[src/sram_pkg.sv]
// Shared memory subsystem definitions
// Geometry constants, vector typedefs, master request struct
// and the copy engine state encoding

package sram_pkg;

  // Memory geometry, 4096 x 32 in byte lanes
  localparam int MEM_AW    = 12;
  localparam int MEM_DW    = 32;
  localparam int MEM_LANES = 4;

  // Word address into the data memory
  typedef logic [MEM_AW-1:0] addr_t;

  // Full data word
  typedef logic [MEM_DW-1:0] word_t;

  // Byte enables, one per lane, active high
  typedef logic [MEM_LANES-1:0] be_t;

  // Copy length in words
  typedef logic [7:0] copy_len_t;

  // One master's request toward the arbiter
  // Held steady until the matching grant pulse
  typedef struct packed {
    logic  req;
    logic  write;
    addr_t addr;
    word_t wdata;
    be_t   be;
  } mem_req_t;

  // Block copy FSM
  typedef enum logic [1:0] {
    IDLE,
    RD,
    WR,
    FINISH
  } copy_state_t;

endpackage

[src/sram_rr_arbiter.sv]
// Two-master round-robin arbiter for the shared memory
// Host port against copy engine, one grant per cycle
// Drives the wrapper's active-low controls
// Returns read-data strobes one cycle after the grant

module sram_rr_arbiter (
  input  logic                        CLK,
  input  logic                        rst_n,
  input  sram_pkg::mem_req_t          host_req,
  input  sram_pkg::mem_req_t          ce_req,
  output logic                        host_gnt,
  output logic                        ce_gnt,
  output logic                        host_rvalid,
  output logic                        ce_rvalid,
  output sram_pkg::addr_t             a,
  output sram_pkg::word_t             d,
  output logic                        cen,
  output logic                        gwen,
  output logic [sram_pkg::MEM_DW-1:0] wen
);

  import sram_pkg::*;

  localparam int LANE_W = MEM_DW / MEM_LANES;

  // High when the copy engine had the last grant
  logic     last_ce;
  // Copy engine wins this cycle
  logic     pick_ce;
  // Any access this cycle
  logic     any_gnt;
  // Winning request
  mem_req_t sel;

  // Copy engine wins if alone, or on a tie when the host went last
  assign pick_ce  = ce_req.req && (!host_req.req || !last_ce);
  assign ce_gnt   = pick_ce;
  assign host_gnt = host_req.req && !pick_ce;
  assign any_gnt  = host_gnt || ce_gnt;

  assign sel = pick_ce ? ce_req : host_req;

  // Memory side, all controls active low
  always_comb begin
    a    = sel.addr;
    d    = sel.wdata;
    cen  = !any_gnt;
    gwen = !(any_gnt && sel.write);
    // One be bit fans out to a whole lane of wen bits
    for (int i = 0; i < MEM_LANES; i++) begin
      wen[i*LANE_W +: LANE_W] = {LANE_W{!sel.be[i]}};
    end
  end

  // Round-robin pointer, moves on every grant
  always_ff @(posedge CLK) begin
    if (!rst_n) begin
      last_ce <= 1'b0;
    end else if (any_gnt) begin
      last_ce <= ce_gnt;
    end
  end

  // Read owner flags, q is valid one cycle after a read grant
  always_ff @(posedge CLK) begin
    if (!rst_n) begin
      host_rvalid <= 1'b0;
      ce_rvalid   <= 1'b0;
    end else begin
      host_rvalid <= host_gnt && !host_req.write;
      ce_rvalid   <= ce_gnt && !ce_req.write;
    end
  end

endmodule

[config.mk]
export PLATFORM = sky130hd
export DESIGN_NAME = sram_rr_arbiter
export DESIGN_NICKNAME = d
export VERILOG_FILES = /design/src/sram_pkg.sv /design/src/sram_rr_arbiter.sv
export SDC_FILE = /design/constraint.sdc
export NUM_CORES = 1
export LEC_CHECK = 0
export ABC_AREA = 0
export BUFFER_PORTS_ARGS = -buffer_cell sky130_fd_sc_hd__buf_2
export CORE_AREA = 2 2 72 74
export DETAILED_ROUTE_END_ITERATION = 8
export DIE_AREA = 0 0 74 76
export GPL_TIMING_DRIVEN = 0
export HOLD_SLACK_MARGIN = 0.06
export MAX_ROUTING_LAYER = met4
export PLACE_DENSITY = 0.71
export SLEW_MARGIN = 10
export SYNTH_ARGS = -nofsm -noshare
export SYNTH_HDL_FRONTEND = slang
export SYNTH_SLANG_ARGS = --single-unit
[constraint.sdc]
create_clock -name CLK -period 2 [get_ports CLK]
set_clock_uncertainty 0.1 [all_clocks]
set_input_delay 0.2 -clock CLK [delete_from_list [all_inputs] [get_ports CLK]]
set_output_delay 0.2 -clock CLK [all_outputs]
set_load 0.05 [all_outputs]
==> results of run 1 <==
==> area by class of cell <==
type / instances / share of cell area, %
Timing Repair Buffer: 186 / 47.0
Multi-Input combinational cell: 57 / 31.3
Buffer: 33 / 12.8
Tap cell: 70 / 4.07
Sequential cell: 3 / 2.79
Clock buffer: 4 / 2.09
==> synth_stat cells, drive strengths merged <==
cell    number  area [um^2]
a21boi       2         26.3
a32oi        1         8.76
and2         1         6.26
and3b        1         8.76
and4b        1         10.0
buf         33          267
dfxtp        3         60.1
mux2        44          507
mux2i        4         40.0
nand2b       2         12.5
nor2         1         3.75
==> cells in the final DEF (no fill, tap or decap) <==
cell type and instances:
and4b_1 1, mux2_2 41, buf_2 155, buf_4 58, a21boi_4 1, buf_12 1
a21boi_0 1, a32oi_1 1, and2_1 1, clkbuf_1 1, mux2_4 3, nand2b_1 2
buf_6 5, nor2_1 1, clkbuf_8 3, dfxtp_1 3, mux2i_4 4, and3b_1 1
==> flip-flops by register name, indices dropped and copies added (netlist names) <==
signal,cells
ce_rvalid,1
host_rvalid,1
last_ce,1
==> repair_timing <==
item,in CTS,in global routing
pin swaps,1,1
endpoints found under the setup margin,32,52
setup buffers,1,2
gates resized for setup,32,3
==> report_power, final <==
part / internal [mW] / switching (mW) / total [mW]
Clock: 0.136 / 0.0403 / 0.176
Sequential: 0.0633 / 0.00218 / 0.0655
Combinational: 0.362 / 0.662 / 1.02
Total: 0.562 / 0.705 / 1.27
==> cells by family after synthesis <==
family,synth area share (%)
multiplexers,57.6
buffers and inverters,28.1
AND/OR/NAND/NOR,4.35
AO/OA/AOI/OAI,3.69
flip-flops,6.32
==> worst max-delay path, stage by stage, from the launching register on <==
cell and delay (ns):
dfxtp_1 0.33, a21boi_4 0.19, buf_6 0.16, buf_6 0.15
mux2_2 0.35, buf_2 0.21
==> routing by layer <==
metal | GRT usage [%] | vias up | wire (um) | share of wire [%]
li1 | - | 684 | - | -
met1 | 13.2 | 578 | 1390 | 35
met2 | 23.8 | 110 | 2000 | 51
met3 | 2.51 | 2 | 527 | 13
met4 | 2.73 | 0 | 6 | 0.15
met5 | - | - | 0 | 0
==> how the worst max path moves through the flow <==
stage | to | cells past startpoint
finish | d[10] | 5
global route | wen[13] | 5
CTS | wen[29] | 5
detailed placement | wen[15] | 6
global placement | wen[13] | 6
floorplan | wen[10] | 4
==> flow_metrics.env, run 1 <==
export IMPL_p_total_mw=1.27
export IMPL_finalMaxSlewViolations=0
export IMPL_overflow=0
export IMPL_routedWlPerCell_um=11.1
export IMPL_synth_cells=93
export IMPL_nets=386
export IMPL_cp_arrival_ns=1.62
export IMPL_firstDrtPassIters=4
export IMPL_clk_insertion_delay_late_ns=0.21
export IMPL_period_needed_ns=1.92
export IMPL_preCtsSetupSlack_ns=-0.0836
export IMPL_ios=184
export IMPL_multi_input_area_um2=673
export IMPL_netlist_area_um2=950
export IMPL_antenna_left=0
export IMPL_crit_start="last_ce"
export IMPL_grt_first_pass_wirelength_mm=5.64
export IMPL_grtUsageTotal_pct=12.6
export IMPL_port_buffers=183
export IMPL_clock_sinks=3
export IMPL_register_area_um2=60.1
export IMPL_cp_max_fo=10
export IMPL_min_period_over_period_pct=95.9
export IMPL_cts_htree_levels=1
export IMPL_rrSetupSlack_ns=0.85
export IMPL_n_antenna_cell=0
export IMPL_dp_cells=346
export IMPL_r2r_cells=4
export IMPL_drt_total_wl_mm=3.92
export IMPL_numCtsBuffers=3
export IMPL_dp_hpwl_mm=3.30
export IMPL_antenna_found_initial=0
export IMPL_dr_total_vias=1374
export IMPL_hold_depth=2
export IMPL_avgSynthCellArea_um2=10.2
export IMPL_cap_violations=0
export IMPL_cts_root_buf="clkbuf_8"
export IMPL_rsz0062_at_grt="false"
export IMPL_clk_pin_slew_ns=0.03
export IMPL_grt_max_degree=11
export IMPL_core_area_um2=4910
export IMPL_r2r_start="last_ce"
export IMPL_fp_row_count=26
export IMPL_hold_ws_ns=0.159
export IMPL_fmax_mhz=521
export IMPL_finalSetupViolCount=0
export IMPL_hold_buffers=0
export IMPL_fillers=473
export IMPL_final_hold_viol_count=0
export IMPL_tritoncts="built"
export IMPL_peakVddDrop_v=0.000228
export IMPL_criticalPathCategory="reg2out"
export IMPL_synthesis_nets=195
export IMPL_yosys_warnings=0
export IMPL_hold_class="in2reg"
export IMPL_layout_drive_gt1_share_pct=95.8
export IMPL_yosys_register_bits=3
export IMPL_fin_ws_ns=0.0818
export IMPL_dpl_cell_area_um2=1970
export IMPL_fp_dieH_um=76
export IMPL_max_slew_margin_rel_pct=81.2
export IMPL_p_per_area_nw_per_um2=588
export IMPL_grt_pass1_vias=1318
export IMPL_p_leak_nw=1.22
export IMPL_reg2reg_to="ce_rvalid"
export IMPL_finalSetupTns_ns=0
export IMPL_initial_core_util_pct=19.3
export IMPL_drc=0
export IMPL_critical_path_endpoint_type="primary output"
export IMPL_final_util_pct=43.8
export IMPL_dieArea_um2=5620
export IMPL_vias_per_cell=3.89
export IMPL_synth_cell_types=14
export IMPL_final_cells=353
export IMPL_hold_start="rst_n"
export IMPL_outcome="completed"
export IMPL_yosysSeqAreaShare_pct=6.32
export IMPL_clock_path_buffers=2
export IMPL_fin_area_um2=2150
export IMPL_required_ns=1.70
export IMPL_first_iter_violations=40
export IMPL_tightest_slew_ns=0.276
export IMPL_area_growth_pct=127
export IMPL_dieWidth_um=74
export IMPL_start_kind="register"
export IMPL_holdPathEnd="ce_rvalid"
export IMPL_place_gp_congestion=0.730
(Power assumes the default switching activity.)
==> inputs of run 2 (changes only) <==
--- a/config.mk
+++ b/config.mk
@@ -7,13 +7,15 @@
 export LEC_CHECK = 0
 export ABC_AREA = 0
 export BUFFER_PORTS_ARGS = -buffer_cell sky130_fd_sc_hd__buf_2
-export CORE_AREA = 2 2 72 74
+export CELL_PAD_IN_SITES_DETAIL_PLACEMENT = 1
+export CELL_PAD_IN_SITES_GLOBAL_PLACEMENT = 1
+export CORE_MARGIN = 2
+export CORE_UTILIZATION = 15
 export DETAILED_ROUTE_END_ITERATION = 8
-export DIE_AREA = 0 0 74 76
 export GPL_TIMING_DRIVEN = 0
 export HOLD_SLACK_MARGIN = 0.06
 export MAX_ROUTING_LAYER = met4
-export PLACE_DENSITY = 0.71
+export PLACE_DENSITY = 0.88
 export SLEW_MARGIN = 10
 export SYNTH_ARGS = -nofsm -noshare
 export SYNTH_HDL_FRONTEND = slang
==> run 2 against run 1 <==
  * Core utilization down 7.6 points
  * Sequential power barely moved
  * Sequential cell count stayed put
  * Register-to-register slack hardly changed
  * Largest cell class unchanged
  * Global-route usage fell by 0.19 points
  * Critical path depth stayed put
  * Worst setup slack got worse by 0.0050 ns
==> flow_metrics.env, run 2 (synthesized netlist as in run 1, its figures left out) <==
export IMPL_hold_buffers=0
export IMPL_nets=386
export IMPL_critical_path_endpoint_type="primary output"
export IMPL_cp_slowest_cell="mux2_2"
export IMPL_p_switching_mw=0.713
export IMPL_swShare_pct=55.6
export IMPL_ios=184
export IMPL_multi_input_area_um2=673
export IMPL_clock_path_buffers=2
export IMPL_numCtsBuffers=3
export IMPL_grt_pass1_vias=1616
export IMPL_cp_common_cell="buf_6"
export IMPL_antenna_found_initial=0
export IMPL_first_iter_violations=13
export IMPL_hold_ws_ns=0.155
export IMPL_cp_arrival_ns=1.62
export IMPL_min_period_over_period_pct=96.2
export IMPL_drt_total_wl_mm=4.53
export IMPL_tightest_slew_ns=0.294
export IMPL_overflow=0
export IMPL_register_area_um2=60.1
export IMPL_preCtsSetupSlack_ns=-0.0870
export IMPL_cts_htree_levels=1
export IMPL_drc=0
export IMPL_area_growth_pct=130
export IMPL_fmax_mhz=520
export IMPL_n_antenna_cell=0
export IMPL_rsz0062_at_grt="false"
export IMPL_p_per_area_nw_per_um2=588
export IMPL_dr_total_vias=1452
export IMPL_firstDrtPassIters=4
export IMPL_dieWidth_um=83.6
export IMPL_p_total_mw=1.28
export IMPL_routedWlPerCell_um=12.7
export IMPL_start_kind="register"
export IMPL_p_leak_nw=1.22
export IMPL_fin_ws_ns=0.0767
export IMPL_layout_drive_gt1_share_pct=95.8
export IMPL_cts_root_buf="clkbuf_8"
export IMPL_initial_core_util_pct=15.8
export IMPL_cap_violations=0
export IMPL_finalSetupTns_ns=0
export IMPL_p_int_mw=0.569
export IMPL_path_cells="a21boi_4 > buf_6 > buf_6 > mux2_2 > buf_2"
export IMPL_finalMaxSlewViolations=0
export IMPL_cp_max_fo=10
export IMPL_peakVddDrop_v=0.000279
export IMPL_cpPeakStageDelay_ns=0.34
export IMPL_fillers=749
export IMPL_p_comb_share_pct=81.2
export IMPL_antenna_left=0
export IMPL_port_buffers=183
export IMPL_clk_insertion_delay_late_ns=0.21
export IMPL_vias_per_cell=4.06
export IMPL_required_ns=1.70
export IMPL_final_cell_mix="buf_2, buf_4, mux2_2, buf_6, mux2i_4"
export IMPL_pwr_share_clk_pct=13.7
export IMPL_criticalPathCategory="reg2out"
export IMPL_period_needed_ns=1.92
export IMPL_seq_power_share_pct=5.1
export IMPL_layout_commonest_cell="buf_2"
export IMPL_grt_first_pass_wirelength_mm=7.18
export IMPL_finalSetupViolCount=0
export IMPL_fp_row_count=28
export IMPL_tritoncts="built"
export IMPL_largestRegisters="ce_rvalid x1, host_rvalid x1, last_ce x1"
export IMPL_outcome="completed"
export IMPL_max_slew_margin_rel_pct=80.0
export IMPL_final_hold_viol_count=0
export IMPL_dp_hpwl_mm=3.85
export IMPL_place_gp_congestion=0.754
export IMPL_fp_dieH_um=83.6
export IMPL_grtUsageTotal_pct=12.5
export IMPL_clock_sinks=3
export IMPL_core_area_um2=6030
export IMPL_clk_pin_slew_ns=0.03
export IMPL_grt_max_degree=11
export IMPL_dieArea_um2=6980
export IMPL_hold_class="in2reg"
## run 2: metrics by stage
step	utilization, %	area, um^2	cells
2_1_floorplan	-	965	93
3_5_place_dp	32.8	1970	351
3_3_place_gp	32.8	1970	351
6_report	36.2	2180	358
5_1_grt	36.2	2180	358
4_1_cts	35.4	2130	356
## run 2: routing by layer
metal  share of wire (%)  GRT usage [%]  vias up
met5                   0              -        -
met4                0.64           2.93        0
met3                  11           2.08        4
met2                  53           24.3      118
met1                  36           12.9      646
li1                    -              -      684
## run 2: area by class of cell
type	count	area share, %
sequential	3	2.75
tap	75	4.30
clock buffer	4	2.07
buffer	33	12.6
timing repair buffer	186	47.4
multi-input combinational	57	30.9
## run 2: path summary, 6_finish.rpt
| path | start | endpoint | slack (ns) | depth (start not counted) |
|---|---|---|---|---|
| min reg2reg | last_ce | last_ce | 0.45 | 2 |
| max reg2reg | last_ce | ce_rvalid | 0.85 | 4 |
| min | rst_n | ce_rvalid | 0.16 | 2 |
| max | last_ce | d[5] | 0.08 | 5 |
## run 2: worst max-delay path: cells and delay by family, from the launching register on
kind	cells	cell delay, ns
buffers and inverters	3	0.52
flip-flops	1	0.33
multiplexers	1	0.34
AO/OA/AOI/OAI	1	0.21
## run 2: what timing repair did
item	in CTS	in global routing
buffers inserted	1	2
gates resized for setup	32	10
pin swaps	1	0
setup endpoints to repair	32	31
## run 2: power by group through the flow
stage	sequential (mW)	clock, mW	combinational [mW]
floorplan	0.0713	0	0.738
global placement	0.0660	0	0.966
detailed placement	0.0662	0	0.980
CTS	0.0655	0.181	1.03
global route	0.0659	0.193	1.09
finish	0.0655	0.176	1.04
