===== config.mk =====
export PLATFORM = sky130hd
export DESIGN_NAME = blk_copy_engine
export DESIGN_NICKNAME = d
export VERILOG_FILES = /design/src/sram_pkg.sv /design/src/blk_copy_engine.sv
export SDC_FILE = /design/constraint.sdc
export NUM_CORES = 1
export LEC_CHECK = 0
export BUFFER_PORTS_ARGS = -buffer_cell sky130_fd_sc_hd__buf_2
export CAP_MARGIN = 0
export CORE_UTILIZATION = 53
export DETAILED_ROUTE_END_ITERATION = 7
export GPL_TIMING_DRIVEN = 0
export PLACE_DENSITY = 0.91
export SLEW_MARGIN = 0
export SYNTH_ARGS = -nofsm -noshare
export SYNTH_HDL_FRONTEND = slang
export SYNTH_SLANG_ARGS = --single-unit

===== constraint.sdc =====
create_clock -name CLK -period 6.8 [get_ports CLK]
set_input_delay 0.34 -clock CLK [delete_from_list [all_inputs] [get_ports CLK]]
set_output_delay 0.34 -clock CLK [all_outputs]
set_load 0.01 [all_outputs]

===== src/sram_pkg.sv =====
// Shared memory subsystem definitions
// Geometry constants, vector typedefs, master request struct
// and the copy engine state encoding

package sram_pkg;

  // Memory geometry, 4096 x 32 in byte lanes
  localparam int MEM_AW    = 12;
  localparam int MEM_DW    = 32;
  localparam int MEM_LANES = 4;

  // Word address into the data memory
  typedef logic [MEM_AW-1:0] addr_t;

  // Full data word
  typedef logic [MEM_DW-1:0] word_t;

  // Byte enables, one per lane, active high
  typedef logic [MEM_LANES-1:0] be_t;

  // Copy length in words
  typedef logic [7:0] copy_len_t;

  // One master's request toward the arbiter
  // Held steady until the matching grant pulse
  typedef struct packed {
    logic  req;
    logic  write;
    addr_t addr;
    word_t wdata;
    be_t   be;
  } mem_req_t;

  // Block copy FSM
  typedef enum logic [1:0] {
    IDLE,
    RD,
    WR,
    FINISH
  } copy_state_t;

endpackage


===== src/blk_copy_engine.sv =====
// Block copy engine
// Reads a run of words from a source address and writes them
// to a destination, one read grant then one write grant per word
// Busy level while copying, done pulse after the last write

module blk_copy_engine #(
  parameter int COPY_MAX_LEN_LOG2 = 8
) (
  input  logic                CLK,
  input  logic                rst_n,
  input  logic                copy_start,
  input  sram_pkg::addr_t     copy_src,
  input  sram_pkg::addr_t     copy_dst,
  input  sram_pkg::copy_len_t copy_len,
  input  logic                ce_gnt,
  input  logic                ce_rvalid,
  input  sram_pkg::word_t     rdata,
  output sram_pkg::mem_req_t  ce_req,
  output logic                copy_busy,
  output logic                copy_done
);

  import sram_pkg::*;

  // Words left, wide enough for the largest run
  typedef logic [COPY_MAX_LEN_LOG2:0] cnt_t;

  copy_state_t state;
  cnt_t        remain;
  // Read granted, waiting for its data
  logic        rd_wait;
  addr_t       src_ptr;
  addr_t       dst_ptr;
  // Word in flight between read and write
  word_t       buf_q;

  // Control FSM
  always_ff @(posedge CLK) begin
    if (!rst_n) begin
      state   <= IDLE;
      remain  <= '0;
      rd_wait <= 1'b0;
    end else begin
      case (state)
        IDLE: begin
          // Start is only taken here, ignored while busy
          if (copy_start) begin
            remain <= cnt_t'(copy_len);
            state  <= RD;
          end
        end
        RD: begin
          if (ce_gnt) begin
            rd_wait <= 1'b1;
          end
          // Data arrives the cycle after the read grant
          if (ce_rvalid) begin
            rd_wait <= 1'b0;
            state   <= WR;
          end
        end
        WR: begin
          if (ce_gnt) begin
            remain <= remain - cnt_t'(1);
            state  <= (remain == cnt_t'(1)) ? FINISH : RD;
          end
        end
        default: begin
          state <= IDLE;
        end
      endcase
    end
  end

  // Pointers and data buffer
  always_ff @(posedge CLK) begin
    if (state == IDLE && copy_start) begin
      src_ptr <= copy_src;
      dst_ptr <= copy_dst;
    end else if (state == WR && ce_gnt) begin
      // 12-bit pointers wrap around the top of memory
      src_ptr <= src_ptr + addr_t'(1);
      dst_ptr <= dst_ptr + addr_t'(1);
    end
    if (state == RD && ce_rvalid) begin
      buf_q <= rdata;
    end
  end

  // Request toward the arbiter
  always_comb begin
    ce_req.req   = (state == RD && !rd_wait) || (state == WR);
    ce_req.write = (state == WR);
    ce_req.addr  = (state == WR) ? dst_ptr : src_ptr;
    ce_req.wdata = buf_q;
    ce_req.be    = '1;
  end

  assign copy_busy = (state == RD) || (state == WR);
  // FINISH lasts one cycle, right after the last write grant
  assign copy_done = (state == FINISH);

endmodule


==> run summary, run 1 <==
hold_buf cts: 0
Initial DRC Count: 189
Tot GR Track Use: 25.53%
critical path required time: 6760 ps
max-slew violation count: 0
final hold violations: 0
Levels on crit path: 6
via/cell ratio: 5.398
reg2reg path depth: 6
WP buf/inv: 3
setup TNS: 0 ps
WL per Instance: 15.73 um
R2R Path End: src_ptr[10]
#FFs+latches synth: 68
vias in the first global route: 2,556
Total Power: 1873 uW
fraction of layout cells with a size suffix above 1: 36.17%
ant diodes: 0
CP startpoint: state[0]
Max Freq: 336.5 MHz
Area Overhead vs Synth: 26.64%
pwr/cell area: 452.4 nW/um^2
largest net degree at the start of global routing: 34
post-route ant nets: 0
Longest Clk Path Bufs: 2
CTS Buf Count: 9
htree depth: 3
metal3 WL: 607 um
WP data arrival: 2940 ps
Critical Path Sink Type: flip-flop
initial antenna violation count: 0
clock latency on the worst-skew pair: 350 ps
Tcrit/Tclk final: 43.71%
remaining global-route overflow: 0
met2 wire length: 3.930 mm
Slowest cell on crit path: nand2_1
DRC: 0
# fillers: 429
Setup Viol. Count Final: 0
utilization after layout: 69.93%
first-pass detailed-route iteration total: 4
register area share after synthesis: 58.78%
FP Rows: 28
CTS tree: yes
Worst setup SP type: flip-flop
average cell area after synthesis: 11.35 sq um
Placeable Area: 5921 sq um
vias: 2,688
delay-heaviest family, CP: buffers and inverters
die area: 6487 sq um
Setup crit end: src_ptr[10]
Yosys Warn Count: 0
FF-to-FF setup slack: 3830 ps
critical path class: reg -> reg
io pins: 121
max-cap violation count: 0
Worst VDD drop: 0.0002716 V
Die Ht: 80.54 um
crit-path max cell delay: 780 ps
Clock Sinks: 68
Setup Buffers After CTS: 0
CP cell instances: inv_1 -> ha_1 -> clkbuf_1 -> clkbuf_1 -> nand2_1 -> nand2_1
Leakage: 0.001683 uW
Slew @ Worst Pin: 1043 ps
status: completed
CTS resizes: 0
final wirelength: 7.836 mm
port bufs: 116
r2r startpoint: state[0]
Hold WC Path Type: in -> reg
Rel. slew slack: 30.28%
post-synthesis cell area: 3269 sq um
dpl hpwl: 5.858 mm
Die Wd: 80.54 um
Fin Clk Skew: 7.418 ps
clk slew on worst S/H paths: 70 ps
RSZ-0062 raised after global routing: no
top layer in use: met4
wl on met1: 3.060 mm
Layout Nets: 496
WHS: 167.5 ps
Placer Congestion: 0.8733
CTS root buf: clkbuf_8
post-route minimum period: 2972 ps
Crit Path Max Fanout: 24
first-pass GRT wire length: 12.14 mm
Starting Density: 55.22%
Synth Instances: 288
Synth cell types: 42
==> metrics by stage <==
stage,setup WS [ps],std cells,area [sq um]
after detailed placement,3854,482,3955
after global routing,3582,498,4140
after floorplan,4478,291,3281
final,3828,498,4140
after CTS,3859,498,4139
after global placement,3998,482,3955
==> cells in the mapped netlist, drive strengths merged <==
library cell	count	area, sq um
a21boi	4	30.03
a21o	1	7.510
a21oi	27	135.1
a22oi	1	7.510
a31oi	1	6.260
and2	3	18.77
and3	1	6.260
and4	1	8.760
buf	9	51.30
clkbuf	6	22.52
conb	1	3.750
dfxtp	12	240.2
edfxtp	56	1682
ha	9	112.6
inv	11	41.29
mux2	13	146.4
mux2i	1	10.01
nand2	19	71.32
nand3	8	40.04
nand3b	1	7.510
nand4	2	12.51
nor2	31	116.4
nor2b	9	63.81
nor3	11	55.05
nor3b	2	15.01
nor4	4	31.28
o211ai	1	7.510
o21ai	12	60.05
o221a	1	11.26
o22ai	2	12.51
o31a	1	8.760
o31ai	2	15.01
o32ai	1	8.760
or3	3	18.77
or3b	1	8.760
xnor2	16	140.1
xor2	4	35.03
==> cells in the final DEF (no fill, tap or decap), types with 8 or more instances in the layout <==
| master | instances |
|---|---|
| ha_1 | 9 |
| nand3_1 | 8 |
| nor3_1 | 11 |
| inv_1 | 11 |
| mux2_2 | 13 |
| a21oi_1 | 27 |
| nor2b_1 | 8 |
| xnor2_1 | 16 |
| buf_2 | 118 |
| nor2_1 | 31 |
| clkbuf_1 | 8 |
| nand2_1 | 19 |
| edfxtp_1 | 56 |
| clkbuf_8 | 9 |
| dfxtp_1 | 12 |
==> power breakdown <==
part,switching [uW],total (uW),internal (uW),leakage (uW)
sequential,129,772,643,0.000618
combinational,456,787,331,0.000972
clock,146,314,168,0.0000931
total,731,1870,1140,0.00168
==> cell families (layout without fill, tap and decap cells) <==
family	after synthesis	in the layout	synth area share (%)
other	1	4	0.1147
adder cells (fa/ha/maj)	9	9	3.444
flip-flops	68	68	58.78
AO/OA/AOI/OAI	54	54	9.491
buffers and inverters	26	158	3.521
AND/OR/NAND/NOR	96	96	14.50
multiplexers	14	14	4.784
XOR/XNOR	20	20	5.358
==> worst min-delay path by stage <==
stage	startpoint	end	slack [ps]	cells after the start
after floorplan	rdata[0]	buf_q[0]	440	0
after global placement	remain[1]	remain[1]	460	2
after detailed placement	remain[1]	remain[1]	480	2
after CTS	rdata[23]	buf_q[23]	150	1
after global routing	rdata[3]	buf_q[3]	150	1
final	rdata[27]	buf_q[27]	170	1
==> sequential cells by signal (all words and copies together) (netlist names) <==
signal   cells
remain       9
buf_q       32
src_ptr     12
state        2
dst_ptr     12
rd_wait      1
==> layout make-up <==
cell class / instances / area [sq um] / area share, %
tap: 75 / 93.84 / 2.267
inverter: 11 / 41.29 / 0.9973
clock buffer: 11 / 131.4 / 3.173
sequential: 68 / 1922 / 46.42
timing repair buffer: 116 / 580.6 / 14.02
buffer: 15 / 73.82 / 1.783
multi-input combinational: 197 / 1245 / 30.07
clock inverter: 5 / 52.55 / 1.269
==> per-layer routing <==
layer	vias up	track usage [%]
met5	-	0
met4	0	14.11
met3	21	6.477
met2	134	43.22
met1	1246	29.26
li1	1287	-
No activity file was read; power rests on OpenSTA's default activity.
==> run 2, diff against run 1 <==
Settings changed: CORE_UTILIZATION 53 to 49, PLACE_DENSITY 0.91 to 0.85.
Clock period 6.8 ns to 2.9 ns, I/O delays scaled along.
==> run summary, run 2 (same netlist as run 1, synthesis figures left out) <==
setup ws final: 232.7 ps
FF-to-FF setup slack: 230 ps
fraction of layout cells with a size suffix above 1: 34.29%
WHS Endpoint: dst_ptr[1]
Hold Crit Start: copy_dst[1]
die area: 7003 sq um
clock latency on the worst-skew pair: 340 ps
Comb power frac: 41.3%
largest net degree at the start of global routing: 34
Fin Clk Skew: 7.433 ps
max-cap violation count: 0
Longest Clk Path Bufs: 2
crit-path max cell delay: 500 ps
max reg flops: 32
max-slew violation count: 0
design internal power: 2799 uW
Area Overhead vs Synth: 37.77%
Critical Path Sink Type: flip-flop
htree depth: 3
remaining global-route overflow: 0
Die Ht: 83.69 um
FP Rows: 29
ant diodes: 0
final hold violations: 0
critical path required time: 2870 ps
first-pass detailed-route iteration total: 5
Worst VDD drop: 0.0005878 V
Setup WS pre-CTS: -53.44 ps
vias in the first global route: 2,734
io pins: 121
first-pass GRT wire length: 13.48 mm
r2r startpoint: state[0]
via/cell ratio: 5.179
WHS Path Cells: 2
Slowest cell on crit path: clkbuf_1
port bufs: 116
Hold WC Path Type: in -> reg
Largest Register: buf_q
WL per Instance: 15.67 um
switching power: 1737 uW
status: completed
Total Power: 4536 uW
post-route ant nets: 0
setup TNS: 0 ps
DRC: 0
Setup Buffers After CTS: 0
vias: 2,755
reg2reg path depth: 6
RSZ-0062 raised after global routing: no
R2R Path End: src_ptr[9]
Die Wd: 83.69 um
pwr/cell area: 1007 nW/um^2
Max Freq: 374.9 MHz
largest registers: buf_q x32, dst_ptr x12, src_ptr x12
Setup Viol. Count Final: 0
Tcrit/Tclk final: 91.97%
most frequent cells in the layout: buf_2, edfxtp_1, dlygate4sd3_1
Placeable Area: 6386 sq um
dpl hpwl: 5.322 mm
WHS: 104.1 ps
initial antenna violation count: 0
CTS tree: yes
CTS Buf Count: 9
Placer Congestion: 0.8666
Layout Nets: 528
Slew @ Worst Pin: 865.4 ps
clk slew on worst S/H paths: 80 ps
switching share of power: 38.29%
Crit Path Max Fanout: 24
Starting Density: 51.20%
most common cell after layout, fill and taps aside: buf_2
Worst setup SP type: flip-flop
Leakage: 0.001833 uW
final wirelength: 8.337 mm
# fillers: 477
Tot GR Track Use: 25.11%
power share of the clock group: 19.3%
Clock Sinks: 68
CTS root buf: clkbuf_8
Flop pwr share: 39.4%
CP cell instances: inv_1 -> ha_1 -> clkbuf_1 -> clkbuf_1 -> nand2_1 -> nand2_2
Initial DRC Count: 140
WP data arrival: 2640 ps
post-route minimum period: 2667 ps
most frequent CP cell: clkbuf_1
Rel. slew slack: 41.86%
critical path class: reg -> reg
==> run 2: cell count changes in the layout (fill, tap and decap cells not counted), sizes merged <==
cell         previous run  this run
bufinv                  1         2
clkbuf                 17        15
dlygate4sd3             0        32
inv                    11        12
==> run 2: layout make-up <==
class                      count  area, sq um  share of cell area (%)
inverter                      11        41.29                  0.9167
timing repair buffer         148        900.9                   20.00
clock buffer                   9        123.9                   2.750
clock inverter                 7        98.84                   2.194
sequential                    68         1922                   42.67
multi-input combinational    197         1247                   27.69
buffer                        15        73.82                   1.639
tap                           77        96.34                   2.139
==> run 2: power groups by stage <==
stage	combinational (uW)	sequential (uW)	clock, uW
after floorplan	1280	1760	0
after global placement	1760	1790	0
after detailed placement	1810	1810	0
after CTS	1870	1780	883
after global routing	2070	1840	929
final	1870	1790	874
==> run 2: critical path: cells and delay by family, from the launching register on <==
| family | cells | cell delay, ps |
|---|---|---|
| buf+inv | 3 | 1040 |
| flops | 1 | 370 |
| simple gates | 2 | 590 |
| fa+ha+maj | 1 | 300 |
==> run 2: per-stage QoR <==
step	util, %	cells	area (sq um)
global route	70.53	532	4504
global placement	61.97	484	3958
floorplan	-	291	3281
finish	70.53	532	4504
detailed placement	61.97	484	3958
CTS	70.51	532	4503
==> run 2: per-layer routing <==
metal	part of all wire, %	routed length (um)	vias up	track usage [%]
met3	5.5	458	7	6.034
met5	0	0	-	0
met4	0.73	61	0	7.088
li1	-	-	1349	-
met2	54	4526	102	45.75
met1	39	3290	1297	29.30
==> run 2: worst max path at each step <==
stage | startpoint | end | slack, ps | depth (start not counted)
after floorplan | state[0] | dst_ptr[0] | 580 | 6
after global placement | state[0] | dst_ptr[3] | 5 | 6
after detailed placement | state[0] | dst_ptr[2] | -50 | 6
after CTS | state[0] | src_ptr[9] | 270 | 6
after global routing | state[0] | src_ptr[9] | 60 | 6
final | state[0] | src_ptr[9] | 230 | 6
==> run 2: repair_timing <==
item	in CTS	in global routing
hold endpoints to repair	32	0
setup endpoints to repair	24	0
gates resized for setup	1	0
hold buffers	32	0
==> run 3, diff against run 2 <==
Settings changed: CORE_UTILIZATION 49 to 40, PLACE_DENSITY 0.85 to 0.73.
==> run summary, run 3 (same netlist as run 1, synthesis figures left out) <==
crit-path max cell delay: 460 ps
vias: 2,716
final hold violations: 0
Longest Clk Path Bufs: 2
clk slew on worst S/H paths: 90 ps
initial antenna violation count: 0
htree depth: 3
Tot GR Track Use: 19.66%
Setup Viol. Count Final: 0
most frequent cells in the layout: buf_2, edfxtp_1, dlygate4sd3_1
first-pass GRT wire length: 12.84 mm
Crit Path Max Fanout: 10
die area: 8539 sq um
post-place instance area: 3989 sq um
Largest Register: buf_q
Die Ht: 92.41 um
remaining global-route overflow: 0
WP data arrival: 2390 ps
ant diodes: 0
critical path class: reg -> out
WL per Instance: 14.47 um
post-route ant nets: 0
most frequent CP cell: clkbuf_1
post-route minimum period: 2538 ps
most common cell after layout, fill and taps aside: buf_2
largest registers: buf_q x32, dst_ptr x12, src_ptr x12
FP Rows: 32
Max Freq: 394.0 MHz
Worst setup SP type: flip-flop
Slew @ Worst Pin: 891.9 ps
first-pass detailed-route iteration total: 5
CTS root buf: clkbuf_8
Rel. slew slack: 40.08%
Die Wd: 92.41 um
largest net degree at the start of global routing: 34
max-slew violation count: 0
Critical Path Sink Type: output pin
dpl hpwl: 5.538 mm
Levels on crit path: 7
final instance area: 4522 sq um
WP buf/inv: 4
max-cap violation count: 0
Slowest cell on crit path: clkbuf_1
CTS tree: yes
# fillers: 686
Area Overhead vs Synth: 38.31%
CTS Buf Count: 9
Starting Density: 41.88%
io pins: 121
Hold WC Path Type: in -> reg
Fin Clk Skew: 12.40 ps
Worst VDD drop: 0.0006735 V
fraction of layout cells with a size suffix above 1: 34.29%
via/cell ratio: 4.876
Layout Nets: 528
setup TNS: 0 ps
status: completed
port bufs: 116
Clock Sinks: 68
clock latency on the worst-skew pair: 360 ps
Tcrit/Tclk final: 87.53%
Initial DRC Count: 75
pwr/cell area: 993.7 nW/um^2
CP cell instances: inv_1 -> ha_1 -> clkbuf_1 -> clkbuf_1 -> nand2_1 -> o21ai_0 -> buf_2
critical path required time: 2760 ps
Total Power: 4493 uW
final wirelength: 8.060 mm
RSZ-0062 raised after global routing: no
max reg flops: 32
DRC: 0
WHS Path Cells: 2
vias in the first global route: 2,728
delay-heaviest family, CP: buffers and inverters
Placer Congestion: 0.8315
Placeable Area: 7807 sq um
Leakage: 0.001822 uW
reg2reg path depth: 6
-- run 3: per-stage QoR --
| step | utilization (%) | instances | worst slack, ps | hold slack, ps |
|---|---|---|---|---|
| final | 57.92 | 557 | 361.7 | 83.38 |
| after global routing | 57.92 | 557 | 141.0 | 86.94 |
| after CTS | 57.84 | 557 | 210.2 | 77.11 |
| after detailed placement | 51.09 | 509 | -100.6 | 323.3 |
| after global placement | 51.09 | 509 | -16.61 | 322.2 |
| after floorplan | - | 291 | 577.7 | 243.9 |
-- run 3: report_power, final --
part           leakage (uW)  switching (uW)  internal, uW
clock             0.0000973             417           409
combinational       0.00111            1070           809
sequential         0.000618             290          1500
-- run 3: worst register-to-register path, cell delays in order, from the launching register on --
cell and delay, ps:
dfxtp_1 380, inv_1 130, ha_1 290, clkbuf_1 460, clkbuf_1 420, nand2_1 170
nand2_4 320
-- run 3: worst paths after layout --
kind / from / end / slack [ps]
max: state[0] / ce_req[40] / 360
max reg2reg: state[0] / src_ptr[3] / 400
min: copy_dst[1] / dst_ptr[1] / 80
min reg2reg: remain[7] / remain[7] / 490
-- run 3: final cells by class --
type | instances | area [sq um] | share of cell area (%)
sequential | 68 | 1922 | 42.50
multi-input combinational | 197 | 1252 | 27.70
timing repair buffer | 148 | 900.9 | 19.92
tap | 102 | 127.6 | 2.822
clock buffer | 9 | 123.9 | 2.739
clock inverter | 7 | 80.08 | 1.771
buffer | 15 | 73.82 | 1.633
inverter | 11 | 41.29 | 0.9131
-- run 3: layer usage --
metal,global-route usage [%],routed length [um],vias to the layer above
li1,-,-,1357
met1,23.20,3375,1250
met2,34.38,4059,97
met3,4.762,508,12
met4,7.552,115,0
met5,0,0,-
-- run 3: what timing repair did --
| action | CTS | global route |
|---|---|---|
| setup buffers | 0 | 0 |
| endpoints found under the setup margin | 24 | 21 |
| hold buffers | 32 | 0 |
| resized for setup | 1 | 1 |
| endpoints found under the hold margin | 32 | 0 |
